`src/design/zx_mem_pkg.sv`:
```
// ZX Spectrum paging unit types
package zx_mem_pkg;

	// ==================================================================
	// Memory map constants
	// ==================================================================

	localparam int RAM_ADDR_W    = 25;
	localparam int BANK_OFFSET_W = 14;

	// ROM page 0 sits above the 64 banks of paged RAM
	localparam logic [RAM_ADDR_W-1:0] ROM_BASE  = 25'h140000;
	localparam logic [RAM_ADDR_W-1:0] BANK_SIZE = 25'h004000;

	// Profi extra bank port, fully decoded
	localparam logic [15:0] PORT_DFFD_ADDR = 16'hDFFD;

	// ==================================================================
	// Enumerations
	// ==================================================================

	// Machine model, same order as the model menu
	typedef enum logic [2:0] {
		MACH_128   = 3'd0,
		MACH_P1024 = 3'd1,
		MACH_PROFI = 3'd2,
		MACH_48    = 3'd3,
		MACH_PLUS3 = 3'd4
	} mach_t;

	localparam mach_t MACH_LAST = MACH_PLUS3;

	// Z80 bus access kind; encoding 3 is unused
	typedef enum logic [1:0] {
		ACC_MEM_RD = 2'd0,
		ACC_MEM_WR = 2'd1,
		ACC_IO_WR  = 2'd2
	} acc_kind_t;

	typedef enum logic [2:0] {
		PORT_NONE = 3'd0,
		PORT_7FFD = 3'd1,
		PORT_1FFD = 3'd2,
		PORT_DFFD = 3'd3,
		PORT_EFF7 = 3'd4
	} port_t;

	// ==================================================================
	// Stage payloads
	// ==================================================================

	typedef struct packed {
		logic        valid;
		acc_kind_t   kind;
		logic [15:0] addr;
		logic [7:0]  data;
	} bus_req_t;

	// Slot and offset for memory, port and data for I/O
	typedef struct packed {
		logic                     valid;
		logic                     is_write;
		logic                     is_io;
		port_t                    port;
		logic [1:0]               slot;
		logic [BANK_OFFSET_W-1:0] offset;
		logic [7:0]               data;
	} decoded_t;

	// is_plus3 selects the +3 ROM layout and special modes
	typedef struct packed {
		logic [7:0] reg_7ffd;
		logic [7:0] reg_1ffd;
		logic       is_48;
		logic       is_plus3;
	} page_state_t;

	typedef struct packed {
		logic                     valid;
		logic                     is_write;
		logic [1:0]               slot;
		logic [BANK_OFFSET_W-1:0] offset;
		page_state_t              page;
		logic [2:0]               bank_hi;
	} mapped_t;

	typedef struct packed {
		logic                  valid;
		logic                  we;
		logic [RAM_ADDR_W-1:0] addr;
		logic [6:0]            reserved;
	} ram_req_t;

endpackage

```
`src/design/zx_addr_map.sv`:
```
// Slot to RAM address mapper
`timescale 1ns/1ns

module zx_addr_map
	import zx_mem_pkg::*;
(
	input  logic     clk_sys,
	input  logic     reset,
	input  mapped_t  mapped,
	output ram_req_t ram_req
);

	logic                  special;
	logic [3:0]            rom_page;
	logic [2:0]            special_bank;
	logic [5:0]            bank_num;
	logic                  rom_slot;
	logic [RAM_ADDR_W-1:0] base_addr;
	logic [RAM_ADDR_W-1:0] addr_next;

	logic                  valid_q;
	logic                  we_q;
	logic [RAM_ADDR_W-1:0] addr_q;

	// All-RAM modes exist on +3 only
	assign special = mapped.page.is_plus3 && mapped.page.reg_1ffd[0];
	assign rom_slot = !special && mapped.slot == 2'd0;

	// ==================================================================
	// ROM page and bank choice
	// ==================================================================

	always_comb begin
		if (mapped.page.is_48)
			rom_page = 4'd15;
		else if (mapped.page.is_plus3)
			rom_page = {2'b10, mapped.page.reg_1ffd[2], mapped.page.reg_7ffd[4]};
		else
			rom_page = {3'b011, mapped.page.reg_7ffd[4]};
	end

	// Special bank sets 0123, 4567, 4563, 4763
	always_comb begin
		case (mapped.page.reg_1ffd[2:1])
			2'd0: special_bank = {1'b0, mapped.slot};
			2'd1: special_bank = {1'b1, mapped.slot};
			2'd2: special_bank = (mapped.slot == 2'd3) ? 3'd3 : {1'b1, mapped.slot};
			default: begin
				case (mapped.slot)
					2'd0: special_bank = 3'd4;
					2'd1: special_bank = 3'd7;
					2'd2: special_bank = 3'd6;
					default: special_bank = 3'd3;
				endcase
			end
		endcase
	end

	always_comb begin
		if (special) begin
			bank_num = {3'd0, special_bank};
		end else begin
			case (mapped.slot)
				2'd1: bank_num = 6'd5;
				2'd2: bank_num = 6'd2;
				default: bank_num = {mapped.bank_hi, mapped.page.reg_7ffd[2:0]};
			endcase
		end
	end

	// ==================================================================
	// Address and output register
	// ==================================================================

	always_comb begin
		if (rom_slot)
			base_addr = ROM_BASE + RAM_ADDR_W'(rom_page) * BANK_SIZE;
		else
			base_addr = RAM_ADDR_W'(bank_num) * BANK_SIZE;
		addr_next = base_addr + RAM_ADDR_W'(mapped.offset);
	end

	always_ff @(posedge clk_sys) begin
		if (reset) begin
			valid_q <= 1'b0;
		end else begin
			// ROM is read only
			valid_q <= mapped.valid && !(rom_slot && mapped.is_write);
		end

		we_q   <= mapped.is_write;
		addr_q <= addr_next;
	end

	assign ram_req = '{valid: valid_q, we: we_q, addr: addr_q, reserved: 7'd0};

	// Nothing above ROM page 15 is ever reached
	assert property (@(posedge clk_sys) disable iff (reset)
		ram_req.valid |-> ram_req.addr[24:21] == 4'd0)
		else $error("ram_req.addr %07h out of range", ram_req.addr);

endmodule

```
`src/design/zx_bus_decode.sv`:
```
// Z80 bus access decoder
`timescale 1ns/1ns

module zx_bus_decode
	import zx_mem_pkg::*;
(
	input  logic     clk_sys,
	input  logic     reset,
	input  bus_req_t bus_in,
	input  mach_t    mach,
	output decoded_t dec
);

	logic [15:0] io_addr;
	logic        kind_ok;
	logic        is_io;
	port_t       port_sel;

	assign io_addr = bus_in.addr;
	assign kind_ok = bus_in.kind inside {ACC_MEM_RD, ACC_MEM_WR, ACC_IO_WR};
	assign is_io   = bus_in.kind == ACC_IO_WR;

	// ==================================================================
	// Port match, qualified by the model
	// ==================================================================

	always_comb begin
		port_sel = PORT_NONE;
		if (is_io) begin
			// 1FFD and 7FFD are told apart by A14 on +3
			if (mach == MACH_PLUS3 && io_addr[15:12] == 4'b0001 && !io_addr[1])
				port_sel = PORT_1FFD;
			else if (!io_addr[15] && !io_addr[1] && (io_addr[14] || mach != MACH_PLUS3))
				port_sel = PORT_7FFD;
			else if (mach == MACH_PROFI && io_addr == PORT_DFFD_ADDR)
				port_sel = PORT_DFFD;
			else if (mach == MACH_P1024 && io_addr[15:12] == 4'b1110 && !io_addr[3])
				port_sel = PORT_EFF7;
		end
	end

	// ==================================================================
	// Output register
	// ==================================================================

	always_ff @(posedge clk_sys) begin
		if (reset) begin
			dec.valid <= 1'b0;
		end else begin
			dec.valid <= bus_in.valid && kind_ok;
		end

		dec.is_write <= bus_in.kind != ACC_MEM_RD;
		dec.is_io    <= is_io;
		dec.port     <= port_sel;
		// Slot from the top two address bits
		dec.slot     <= io_addr[15:14];
		dec.offset   <= io_addr[BANK_OFFSET_W-1:0];
		dec.data     <= bus_in.data;
	end

	// Bus master never issues the spare kind
	assert property (@(posedge clk_sys) disable iff (reset)
		bus_in.valid |-> kind_ok)
		else $error("bus_in.kind %0h is not a valid access", bus_in.kind);

endmodule

```
`src/design/zx_mem_pager.sv`:
```
// Memory paging unit top
`timescale 1ns/1ns

module zx_mem_pager
	import zx_mem_pkg::*;
(
	input  logic     clk_sys,
	input  logic     reset,
	input  mach_t    mach_sel,
	input  bus_req_t bus_in,
	output ram_req_t ram_req
);

	decoded_t dec;
	mapped_t  mapped;
	// Latched model fed back to the decoder
	mach_t    mach;

	// ==================================================================
	// Three stage pipeline
	// ==================================================================

	zx_bus_decode u_bus_decode (
		.clk_sys (clk_sys),
		.reset   (reset),
		.bus_in  (bus_in),
		.mach    (mach),
		.dec     (dec)
	);

	zx_paging_regs u_paging_regs (
		.clk_sys  (clk_sys),
		.reset    (reset),
		.mach_sel (mach_sel),
		.dec      (dec),
		.mach     (mach),
		.mapped   (mapped)
	);

	zx_addr_map u_addr_map (
		.clk_sys (clk_sys),
		.reset   (reset),
		.mapped  (mapped),
		.ram_req (ram_req)
	);

endmodule

```
`src/design/zx_paging_regs.sv`:
```
// Paging register file
`timescale 1ns/1ns

module zx_paging_regs
	import zx_mem_pkg::*;
(
	input  logic     clk_sys,
	input  logic     reset,
	input  mach_t    mach_sel,
	input  decoded_t dec,
	output mach_t    mach,
	output mapped_t  mapped
);

	mach_t       mach_q;
	logic [7:0]  reg_7ffd;
	logic [7:0]  reg_1ffd;
	logic [2:0]  bank_hi;
	// Bit 2 of EFF7, freezes the Pentagon high bank bits
	logic        eff7_b2;
	logic        lock;
	logic        io_wr;
	page_state_t page_now;

	assign mach  = mach_q;
	assign io_wr = dec.valid && dec.is_io;

	// 48K never pages, Pentagon 1024 needs EFF7 bit 2 for the lock
	assign lock = (mach_q == MACH_48)
		|| (mach_q != MACH_P1024 && reg_7ffd[5])
		|| (mach_q == MACH_P1024 && reg_7ffd[5] && eff7_b2);

	assign page_now = '{
		reg_7ffd: reg_7ffd,
		reg_1ffd: reg_1ffd,
		is_48:    mach_q == MACH_48,
		is_plus3: mach_q == MACH_PLUS3
	};

	// ==================================================================
	// Model latch and paging registers
	// ==================================================================

	always_ff @(posedge clk_sys) begin
		if (reset) begin
			mach_q   <= mach_sel;
			reg_7ffd <= 8'd0;
			reg_1ffd <= 8'd0;
			bank_hi  <= 3'd0;
			eff7_b2  <= 1'b0;
		end else if (io_wr) begin
			case (dec.port)
				PORT_7FFD: begin
					if (!lock) begin
						reg_7ffd <= dec.data;
						// Pentagon 1024 takes bits 7:5 as high bank bits
						if (mach_q == MACH_P1024 && !eff7_b2)
							bank_hi <= {dec.data[5], dec.data[7:6]};
					end
				end
				PORT_1FFD: begin
					if (!lock)
						reg_1ffd <= dec.data;
				end
				PORT_DFFD: bank_hi <= dec.data[2:0];
				PORT_EFF7: eff7_b2 <= dec.data[2];
				default: ;
			endcase
		end
	end

	// ==================================================================
	// Tag memory accesses with the page state
	// ==================================================================

	always_ff @(posedge clk_sys) begin
		if (reset) begin
			mapped.valid <= 1'b0;
		end else begin
			mapped.valid <= dec.valid && !dec.is_io;
		end

		mapped.is_write <= dec.is_write;
		mapped.slot     <= dec.slot;
		mapped.offset   <= dec.offset;
		mapped.page     <= page_now;
		mapped.bank_hi  <= bank_hi;
	end

	assert property (@(posedge clk_sys) disable iff (reset)
		mach_q <= MACH_LAST)
		else $error("latched model %0d out of range", mach_q);

	// Registers hold their cleared value for the whole reset
	assert property (@(posedge clk_sys)
		reset && $past(reset) |=> $stable({reg_7ffd, reg_1ffd, bank_hi, eff7_b2}))
		else $error("paging register changed during reset");

endmodule

```
`config.mk`:
```
export PLATFORM = sky130hd
export DESIGN_NAME = zx_mem_pager
export DESIGN_NICKNAME = d
export VERILOG_FILES = /design/src/design/zx_mem_pkg.sv /design/src/design/zx_addr_map.sv /design/src/design/zx_bus_decode.sv /design/src/design/zx_mem_pager.sv /design/src/design/zx_paging_regs.sv
export SDC_FILE = /design/constraint.sdc
export NUM_CORES = 1
export LEC_CHECK = 0
export CAP_MARGIN = 5
export CORE_MARGIN = 1.5
export CORE_UTILIZATION = 61
export CTS_BUF_LIST = sky130_fd_sc_hd__clkbuf_4 sky130_fd_sc_hd__clkbuf_8 sky130_fd_sc_hd__clkbuf_16
export CTS_CLUSTER_DIAMETER = 50
export DETAILED_ROUTE_END_ITERATION = 12
export DONT_BUFFER_PORTS = 1
export MAX_ROUTING_LAYER = met4
export PLACE_DENSITY = 0.86
export SYNTH_ARGS = -nofsm -noshare
export SYNTH_HDL_FRONTEND = slang
export SYNTH_HIERARCHICAL = 1
export SYNTH_SLANG_ARGS = --single-unit
```
`constraint.sdc`:
```
create_clock -name clk_sys -period 2.5 [get_ports clk_sys]
set_clock_uncertainty 0.1 [all_clocks]
set_input_delay 0.625 -clock clk_sys [delete_from_list [all_inputs] [get_ports clk_sys]]
set_output_delay 0.625 -clock clk_sys [all_outputs]
set_load 0.05 [all_outputs]
```
==> implementation parameters, run 1 <==
Parameter                              Value

Layout
  Total of fill cells in the finished design ... between 300 and 400
  Area used by sequential logic in the layout ... 1972 µm²
  Number of diodes ... 0
  Area added between synthesis and finish ... 5.626%
  Nets ... 260
  Multi-input combinational cell area ... between 800 and 900 µm²
  Final core occ ... 66.08%
  Share of post-route cells with drive strength above 1 ... around an eighth

Synthesis
  Synth Warn # ... 6
  Netlist Area Pre-Place ... 2935 µm²
  Mean Syn Cell Area ... around 13 µm²
  Synth Instances ... about 220

STA
  Clock period minus worst slack ... a little over 2000 ps
  Share of the cycle needed by the critical path after routing ... between 80% and 90%
  Worst slew pin tran ... about 550 ps
  Number of slew-limit violations in the final report ... 0
  Final Hold Fails ... 0
  Worst path setup slack after routing ... about 470 ps
  Aggregate negative setup slack ... 0 ps
  Number of setup violations in the final report ... 0
  Unrepaired setup endpoints after global routing ... no
  Highest clock rate ... approximately 500 MHz
  Max-slew headroom at the worst pin ... between 60% and 70%

Power
  Maximum vdd ir drop ... between 500 and 600 µV
  Overall power of the completed layout ... between 2 and 3 mW
  Cell area power density ... ~900 nW/µm²
  Pleak ... 1.222 nW

Detailed routing
  Vias/cell ... ~5.4
  Final ANT Viol Nets ... 0
  DRC violations left ... 0
  Detailed Route WL ... approximately 4200 µm
  DR iter-0 viols ... about 110
  Vias ... between 1500 and 2000
  Number of detailed-route iterations in the first pass ... 8
  Routed length per placed instance ... roughly 15 µm

Clocking
  CTS H-tree depth ... 3
  Clk Tree Root Cell ... sky130_fd_sc_hd__clkbuf_8
  Clock slew seen by the registers of the worst setup and hold paths ... roughly 100 ps
  Resized cells post-CTS ... 0
  Skew-Pair Late Insertion Delay ... between 300 and 400 ps
  Total of hold buffers inserted after clock tree synthesis ... 0
  Clock buffer depth ... 2
  Post-CTS setup buffers ... 0
  Number of buffers inserted during clock tree synthesis ... 9
  CTS tree ... yes
  TritonCTS Sinks ... 97

Min path
  Hold_sp ... bus_in[16]
  Worst Hold Class ... in2reg
  Worst Hold Path EP ... u_bus_decode/dec[16]
  Worst hold path stage count ... 0

Placed design
  Post-detailed-placement half-perimeter wirelength ... 3025 µm
  Port Buffers ... 0
  Final weighted congestion in routability-driven placement ... between 0.7 and 0.8
  Minimum setup slack after placement ... between 400 and 500 ps

Floorplanning
  Die extent in x ... 72.37 µm
  Die outline height ... ~72 µm
  Number of ports placed on the die boundary ... between 60 and 70
  Initial Util ... between 60% and 70%
  Overall die area ... 5237 µm²
  Placement Rows ... 25
  Area of the core ... around 4700 µm²

Setup path
  Critical path fanouts, max ... 6
  Critical register-to-register path startpoint ... u_paging_regs/mach[2]
  Capturing point of the worst reg2reg path ... u_paging_regs/reg_7ffd[0]
  Classification of the worst setup path ... reg2reg
  Worst R2R Setup Slack ... approximately 470 ps
  Number of cells on the worst reg-to-reg path ... 4
  Required time reported for the critical path endpoint ... approximately 2700 ps
  Critical Path Start ... u_paging_regs/mach[2]
  Critical Path AT ... about 2200 ps
  Startpoint Class ... flop
  Crit. End Element ... flop

Global route
  Remaining Overflow, GRT ... 0
  Number of antenna violations at the first check in global routing ... 0
  First-pass GRT wire length ... around 6500 µm
  Maximum number of pins on one net before global-route repair ... 19
  All-Layer GR Usage ... a little under a fifth
  Number of global-route vias before repair ... roughly 1400

Run status
  Outcome ... complete, no violations

Run
  Max Cap Violations ... 0
-- stage by stage --
step	instance area, µm²	hold slack [ps]	instances
6_report	3100	182.4	283
3_3_place_gp	2908	209.9	267
2_1_floorplan	2973	209.6	232
5_1_grt	3100	148.8	283
3_5_place_dp	2908	212.1	267
4_1_cts	3100	161.4	283
-- layout by cell type, fill, tap and decap left out, types with 3 or more instances in the layout --
master	n
sky130_fd_sc_hd__dfxtp_1	94
sky130_fd_sc_hd__nor2_1	19
sky130_fd_sc_hd__mux2i_1	14
sky130_fd_sc_hd__conb_1	11
sky130_fd_sc_hd__clkbuf_8	10
sky130_fd_sc_hd__a21oi_1	6
sky130_fd_sc_hd__a211oi_1	5
sky130_fd_sc_hd__inv_1	4
sky130_fd_sc_hd__ha_1	4
sky130_fd_sc_hd__nor3b_1	3
sky130_fd_sc_hd__nor4bb_1	3
sky130_fd_sc_hd__o211ai_1	3
sky130_fd_sc_hd__nand2b_1	3
sky130_fd_sc_hd__edfxtp_1	3
-- final cells by class --
class	count	area share, %
Clock inverter	6	1.776
Clock buffer	10	4.439
Tap cell	54	2.179
Inverter	4	0.4843
Multi-Input combinational cell	112	27.52
Sequential cell	97	63.60
-- critical path: stages, from the launching register on --
cell and delay (ps):
sky130_fd_sc_hd__edfxtp_1 470, sky130_fd_sc_hd__or3b_4 450, sky130_fd_sc_hd__a2111oi_4 600, sky130_fd_sc_hd__mux2i_1 250, sky130_fd_sc_hd__nor2_1 50
-- layer usage --
metal  global-route usage [%]  part of all wire, %  up-vias
met2                    26.23                   48       64
li1                         -                    -      755
met3                    6.667                  5.6       14
met1                    21.01                   44      683
met4                    12.16                  2.7        0
met5                        -                    0        -
-- state kept, by name, summed over array words and instances (netlist names) --
| name | flops |
|---|---|
| u_addr_map/addr_q | 21 |
| u_addr_map/valid_q | 1 |
| u_addr_map/we_q | 1 |
| u_bus_decode/dec | 29 |
| u_paging_regs/bank_hi | 3 |
| u_paging_regs/eff7_b2 | 1 |
| u_paging_regs/mach | 3 |
| u_paging_regs/mapped | 30 |
| u_paging_regs/reg_1ffd | 3 |
| u_paging_regs/reg_7ffd | 5 |
-- worst max-delay path by stage --
stage                                            to  slack (ps)
after global routing      u_paging_regs/reg_7ffd[0]         340
after detailed placement  u_paging_regs/reg_7ffd[0]         470
after CTS                 u_paging_regs/reg_7ffd[0]         450
after global placement    u_paging_regs/reg_7ffd[4]         530
final                     u_paging_regs/reg_7ffd[0]         470
after floorplan           u_paging_regs/reg_7ffd[4]         630
-- where the power goes --
part           internal, mW  switching [mW]
clock network         0.410           0.540
logic                0.0293          0.0648
registers              1.62          0.0991
(Power assumes the default switching activity.)
==> run 2: changes to the inputs <==
--- a/config.mk
+++ b/config.mk
@@ -5,15 +5,16 @@
 export SDC_FILE = /design/constraint.sdc
 export NUM_CORES = 1
 export LEC_CHECK = 0
+export ABC_AREA = 1
 export CAP_MARGIN = 5
 export CORE_MARGIN = 1.5
-export CORE_UTILIZATION = 61
+export CORE_UTILIZATION = 56
 export CTS_BUF_LIST = sky130_fd_sc_hd__clkbuf_4 sky130_fd_sc_hd__clkbuf_8 sky130_fd_sc_hd__clkbuf_16
 export CTS_CLUSTER_DIAMETER = 50
 export DETAILED_ROUTE_END_ITERATION = 12
 export DONT_BUFFER_PORTS = 1
 export MAX_ROUTING_LAYER = met4
-export PLACE_DENSITY = 0.86
+export PLACE_DENSITY = 0.83
 export SYNTH_ARGS = -nofsm -noshare
 export SYNTH_HDL_FRONTEND = slang
 export SYNTH_HIERARCHICAL = 1
==> constraint.sdc (replaced) <==
create_clock -name clk_sys -period 1.7 [get_ports clk_sys]
set_clock_uncertainty 0.1 [all_clocks]
set_input_delay 0.425 -clock clk_sys [delete_from_list [all_inputs] [get_ports clk_sys]]
set_output_delay 0.425 -clock clk_sys [all_outputs]
set_load 0.05 [all_outputs]
==> implementation parameters, run 2 <==
Parameter                              Value

Global route
  Remaining Overflow, GRT ... 0 (unchanged)
  First-pass GRT wire length ... 7921 µm (+21%)
  Number of global-route vias before repair ... 1813 (+32%)
  All-Layer GR Usage ... 18.05% (-0.075 points)
  Maximum number of pins on one net before global-route repair ... 17 (-2)
  Number of antenna violations at the first check in global routing ... 0 (unchanged)

Power
  Fraction of power consumed by combinational cells ... 5.1% (+1.7 points)
  Int Power ... 3.081 mW (+50%)
  Cell area power density ... 1175 nW/µm² (+32%)
  Sequential cell fraction of total power ... 62.1% (about the same)
  Net switching fraction of the power ... 24.11% (-1.4 points)
  Share of total power in the clock network ... 32.8% (-1.6 points)
  NetSw ... 0.9785 mW (+39%)
  Pleak ... 1.486 nW (+22%)
  Maximum vdd ir drop ... 686.7 µV (+16%)

STA
  Final Hold Fails ... 0 (unchanged)
  Highest clock rate ... 647.2 MHz (+31%)
  Share of the cycle needed by the critical path after routing ... 90.89% (+9.7 points)
  Clock period minus worst slack ... 1545 ps (-483.4 ps)
  Number of slew-limit violations in the final report ... 0 (unchanged)
  Number of setup violations in the final report ... 0 (unchanged)
  Aggregate negative setup slack ... 0 ps (unchanged)
  Unrepaired setup endpoints after global routing ... no

Setup path
  Startpoint Class ... flop
  Crit-path leading delay family ... simple AND/OR/NAND/NOR gates
  Critical Path Max Stage Delay ... 500 ps (-100 ps)
  Classification of the worst setup path ... reg2reg
  Buffering stage count on the worst path with inverters included ... 0 (unchanged)
  Number of cells on the worst reg-to-reg path ... 8 (+4)
  Crit. End Element ... flop
  Critical path fanouts, max ... 10 (+4)
  Cell with the largest stage delay on the worst path ... sky130_fd_sc_hd__edfxtp_1
  Required time reported for the critical path endpoint ... 1840 ps (-810 ps)
  Critical Path AT ... 1690 ps (-490 ps)
  Critical Path Stages ... 8 (+4)
  Most Frequent Cell on Critical Path ... sky130_fd_sc_hd__nand2_1
  Critical Path, Cell by Cell ... nor2_1 > nand3_1 > nand2_4 > nand2_1 > nand2_1 > nand3_1 > nand2_1 > nor2_1

Detailed routing
  Detailed Route WL ... 4642 µm (+11%)
  Vias/cell ... 4.624 (-14%)
  Vias ... 1868 (+23%)
  Number of detailed-route iterations in the first pass ... 4 (-4)
  Final ANT Viol Nets ... 0 (unchanged)
  DR iter-0 viols ... 45 (-57%)
  DRC violations left ... 0 (unchanged)
  Routed length per placed instance ... 11.49 µm (-22%)

Layout
  Number of diodes ... 0 (unchanged)
  Largest reg by FF count ... u_paging_regs/mapped
  Total of fill cells in the finished design ... 410 (+19%)
  Most frequent cells in the layout ... 94 x sky130_fd_sc_hd__dfxtp_1, 62 x sky130_fd_sc_hd__nand2_1, 25 x sky130_fd_sc_hd__inv_1
  Nets ... 365 (+40%)
  Max reg flops ... 30 (unchanged)
  Area added between synthesis and finish ... 14.13%
  Share of post-route cells with drive strength above 1 ... 12.87% (+0.65 points)
  Top Registers ... u_paging_regs/mapped (30), u_bus_decode/dec (29), u_addr_map/addr_q (21)
  Filler-free cell count of the finished design ... 404 (+43%)
  Most common cell after layout, fill and taps aside ... sky130_fd_sc_hd__dfxtp_1

Min path
  Worst hold path stage count ... 1 (+1)
  Worst Hold Class ... in2reg

Placed design
  Number of cells after detailed placement ... 365 (+37%)
  Post-detailed-placement half-perimeter wirelength ... 3238 µm (+7.0%)
  Final weighted congestion in routability-driven placement ... 0.8891 (+11%)
  Port Buffers ... 0 (unchanged)

Synthesis
  Synth Warn # ... 6 (unchanged)
  Netlist Area Pre-Place ... 3028 µm² (+3.2%)
  Mean Syn Cell Area ... 10.06 µm² (-24%)
  Synth Instances ... 301 (+36%)

Clocking
  CTS H-tree depth ... 3 (unchanged)
  Clock buffer depth ... 2 (unchanged)
  Clock slew seen by the registers of the worst setup and hold paths ... 80 ps (-20 ps)
  Post-CTS setup buffers ... 0 (unchanged)
  TritonCTS Sinks ... 97 (unchanged)
  CTS tree ... yes
  Skew-Pair Late Insertion Delay ... 350 ps (about the same)
  Number of buffers inserted during clock tree synthesis ... 9 (unchanged)
  Clk Tree Root Cell ... sky130_fd_sc_hd__clkbuf_8

Run status
  Outcome ... complete, no violations

Floorplanning
  Initial Util ... 58.54% (-4.0 points)
  Die outline height ... 76.53 µm (+5.7%)
  Overall die area ... 5857 µm² (+12%)
  Number of ports placed on the die boundary ... 66 (unchanged)
  Placement Rows ... 26 (+4.0%)
  Area of the core ... 5172 µm² (+10%)
  Die extent in x ... 76.53 µm (+5.7%)

Run
  Max Cap Violations ... 0 (unchanged)
## run 2: repair_timing
action,4_1_cts,5_1_grt
hold endpoints to repair,23,0
hold buffers,23,0
resized for setup,0,1
endpoints found under the setup margin,0,2
## run 2: power groups by stage
stage	Sequential, mW	Combinational, mW	Clock, mW
3_5_place_dp	2.58	0.161	0
6_report	2.52	0.206	1.33
4_1_cts	2.52	0.202	1.39
3_3_place_gp	2.57	0.158	0
5_1_grt	2.53	0.226	1.47
2_1_floorplan	2.56	0.177	0
## run 2: through the flow
stage	setup slack (ps)	power (mW)	area [µm²]	hold WS, ps	util (%)
after floorplan	371.0	2.732	3065	209.6	-
after global placement	229.1	2.730	3037	209.9	58.71
after detailed placement	169.3	2.737	3037	212.1	58.71
after CTS	133.3	4.113	3451	22.26	66.72
after global routing	6.679	4.229	3456	15.89	66.81
final	154.9	4.059	3456	45.27	66.81
## run 2: worst paths after layout
| check | slack (ps) | start | to |
|---|---|---|---|
| worst min register to register | 230 | u_bus_decode/dec[14] | u_paging_regs/mapped[27] |
| worst max register to register | 150 | u_paging_regs/mach[1] | u_paging_regs/bank_hi[1] |
| worst min-delay path | 50 | reset | u_paging_regs/reg_7ffd[1] |
| worst max-delay path | 150 | u_paging_regs/mach[1] | u_paging_regs/bank_hi[1] |
## run 2: layout make-up
class / instances / area [µm²] / share of cell area [%]
inverters: 30 / 115.1 / 3.331
flip-flops and latches: 97 / 1972 / 57.06
clock inverters: 4 / 25.02 / 0.7241
well taps: 70 / 87.58 / 2.534
multi-input cells: 167 / 859.6 / 24.87
repair buffers: 24 / 237.7 / 6.879
clock buffers: 12 / 158.9 / 4.598
## run 2: per-layer routing
metal | vias up | share of wire (%) | routed length, µm | GRT usage (%)
li1 | 980 | - | - | -
met1 | 821 | 43 | 1991 | 19.29
met3 | 9 | 5.7 | 265 | 7.066
met4 | 0 | 1.2 | 56 | 8.519
met5 | - | 0 | 0 | -
met2 | 58 | 50 | 2327 | 29.38
==> run 3: changes to the inputs <==
--- a/config.mk
+++ b/config.mk
@@ -13,6 +13,7 @@
 export CTS_CLUSTER_DIAMETER = 50
 export DETAILED_ROUTE_END_ITERATION = 12
 export DONT_BUFFER_PORTS = 1
+export GPL_TIMING_DRIVEN = 0
 export MAX_ROUTING_LAYER = met4
 export PLACE_DENSITY = 0.83
 export SYNTH_ARGS = -nofsm -noshare
==> implementation parameters, run 3 (synthesis results as in run 2) <==
Parameter                              Value

Detailed routing
  DR iter-0 viols ... 59 (+31%)
  Number of detailed-route iterations in the first pass ... 4 (unchanged)
  Vias/cell ... 4.527 (-2.1%)
  DRC violations left ... 0 (unchanged)
  Vias ... 1906 (+2.0%)
  Routed length per placed instance ... 11.74 µm (+2.2%)
  Detailed Route WL ... 4942 µm (+6.5%)
  Final ANT Viol Nets ... 0 (unchanged)

Clocking
  Skew-Pair Late Insertion Delay ... 350 ps (about the same)
  Clock buffer depth ... 2 (unchanged)
  Clock slew seen by the registers of the worst setup and hold paths ... 90 ps (about the same)
  CTS tree ... yes
  TritonCTS Sinks ... 97 (unchanged)
  Post-CTS setup buffers ... 0 (unchanged)
  Clk Tree Root Cell ... sky130_fd_sc_hd__clkbuf_8
  Number of buffers inserted during clock tree synthesis ... 9 (unchanged)
  CTS H-tree depth ... 3 (unchanged)
  Resized cells post-CTS ... 0 (unchanged)

Layout
  Filler-free cell count of the finished design ... 421 (+4.2%)
  Area added between synthesis and finish ... 18.35%
  Total of fill cells in the finished design ... 393 (-4.1%)
  Largest reg by FF count ... u_paging_regs/mapped
  Multi-input combinational cell area ... 854.6 µm² (-0.58%)
  Non-Filler Cell Area, Final ... 3583 µm² (+3.7%)
  Most common cell after layout, fill and taps aside ... sky130_fd_sc_hd__dfxtp_1
  Share of post-route cells with drive strength above 1 ... 16.24% (+3.4 points)
  Top Registers ... u_paging_regs/mapped (30), u_bus_decode/dec (29), u_addr_map/addr_q (21)
  Most frequent cells in the layout ... 94 x sky130_fd_sc_hd__dfxtp_1, 62 x sky130_fd_sc_hd__nand2_1, 25 x sky130_fd_sc_hd__inv_1
  Nets ... 382 (+4.7%)
  Max reg flops ... 30 (unchanged)
  Area used by sequential logic in the layout ... 1972 µm² (unchanged)
  Number of diodes ... 0 (unchanged)

Placed design
  Area after DPL ... 3153 µm² (+3.8%)
  Final weighted congestion in routability-driven placement ... 0.8606 (-3.2%)
  Post-detailed-placement half-perimeter wirelength ... 3400 µm (+5.0%)
  Port Buffers ... 0 (unchanged)
  Number of cells after detailed placement ... 381 (+4.4%)

Setup path
  Classification of the worst setup path ... reg2reg
  Worst setup path end ... u_paging_regs/reg_7ffd[1]
  Required time reported for the critical path endpoint ... 1880 ps (+40 ps)
  Startpoint Class ... flop
  Crit. End Element ... flop
  Critical Path Start ... u_paging_regs/mach[1]
  Number of cells on the worst reg-to-reg path ... 6 (-2)
  Critical path fanouts, max ... 7 (-3)
  Worst R2R Setup Slack ... 170 ps (about the same)
  Critical Path AT ... 1710 ps (+20 ps)
  Capturing point of the worst reg2reg path ... u_paging_regs/reg_7ffd[1]
  Critical register-to-register path startpoint ... u_paging_regs/mach[1]

Power
  Fraction of power consumed by combinational cells ... 5.9% (+0.8 points)
  Net switching fraction of the power ... 25.11% (+1.0 points)
  Int Power ... 3.096 mW (+0.51%)
  Share of total power in the clock network ... 33.3% (+0.5 points)
  Cell area power density ... 1154 nW/µm² (-1.8%)
  NetSw ... 1.038 mW (+6.1%)
  Maximum vdd ir drop ... 716.5 µV (+4.3%)
  Pleak ... 1.565 nW (+5.4%)
  Sequential cell fraction of total power ... 60.8% (-1.3 points)

Run status
  Outcome ... complete, no violations

STA
  Share of the cycle needed by the critical path after routing ... 90.23% (-0.66 points)
  Aggregate negative setup slack ... 0 ps (unchanged)
  Unrepaired setup endpoints after global routing ... no
  Number of slew-limit violations in the final report ... 0 (unchanged)
  Highest clock rate ... 652.0 MHz (+0.73%)
  Clock period minus worst slack ... 1534 ps (-11.24 ps)
  Hold_ws ... 41.78 ps (-3.487 ps)
  Number of setup violations in the final report ... 0 (unchanged)
  Final Hold Fails ... 0 (unchanged)

Floorplanning
  Area of the core ... 5172 µm² (unchanged)
  Die extent in x ... 76.53 µm (unchanged)
  Placement Rows ... 26 (unchanged)
  Overall die area ... 5857 µm² (unchanged)
  Initial Util ... 58.54% (unchanged)
  Die outline height ... 76.53 µm (unchanged)
  Number of ports placed on the die boundary ... 66 (unchanged)

Global route
  First-pass GRT wire length ... 8204 µm (+3.6%)
  All-Layer GR Usage ... 19.11% (+1.1 points)
  Maximum number of pins on one net before global-route repair ... 17 (unchanged)
  Remaining Overflow, GRT ... 0 (unchanged)
  Number of antenna violations at the first check in global routing ... 0 (unchanged)
  Number of global-route vias before repair ... 1900 (+4.8%)

Min path
  Worst Hold Class ... in2reg

Run
  Max Cap Violations ... 0 (unchanged)
==> run 3: how the worst min path moves through the flow <==
stage	end	cells past startpoint	slack, ps	start
after floorplan	u_addr_map/addr_q[0]	0	210	u_paging_regs/mapped[21]
after global placement	u_paging_regs/mapped[29]	0	210	u_bus_decode/dec[16]
after detailed placement	u_addr_map/addr_q[0]	0	210	u_paging_regs/mapped[21]
after CTS	u_bus_decode/dec[26]	1	8	bus_in[11]
after global routing	u_bus_decode/dec[29]	1	10	reset
final	u_bus_decode/dec[29]	1	40	reset
==> run 3: metrics by stage <==
| step | power (mW) | utilization [%] | setup slack, ps |
|---|---|---|---|
| finish | 4.135 | 69.28 | 166.2 |
| CTS | 4.168 | 69.09 | 157.5 |
| global route | 4.304 | 69.28 | 56.00 |
| global placement | 2.758 | 60.96 | 246.1 |
| detailed placement | 2.766 | 60.96 | 182.2 |
| floorplan | 2.732 | - | 371.0 |
==> run 3: layer usage <==
metal,vias to the layer above,global-route usage (%),share of wire (%)
li1,1014,-,-
met1,835,20.03,44
met4,0,9.630,1.1
met3,4,7.904,5.3
met2,53,30.98,50
met5,-,-,0
==> run 3: repair_timing <==
item | in CTS | in global routing
hold endpoints to repair | 23 | 1
endpoints found under the setup margin | 0 | 0
hold buffers | 23 | 1
==> run 3: final cells by class <==
class                      count  area share [%]
clock buffer                  11           4.225
sequential                    97           55.03
buffer                        17           3.457
multi-input combinational    167           23.85
clock inverter                 5           1.082
inverter                      30           3.212
tap                           70           2.444
timing repair buffer          24           6.704
==> run 3: power groups by stage <==
stage	clock, mW	combinational (mW)	sequential [mW]
after floorplan	0	0.177	2.56
after global routing	1.52	0.265	2.52
final	1.38	0.242	2.51
after global placement	0	0.191	2.57
after CTS	1.41	0.237	2.52
after detailed placement	0	0.196	2.57
==> run 3: worst max-delay path, cell delays in order, from the launching register on <==
cell and delay (ps):
sky130_fd_sc_hd__edfxtp_1 510, sky130_fd_sc_hd__nor2_1 130, sky130_fd_sc_hd__nand3_1 130, sky130_fd_sc_hd__nand2_2 200, sky130_fd_sc_hd__buf_4 160, sky130_fd_sc_hd__nand4_1 70, sky130_fd_sc_hd__a21oi_1 180
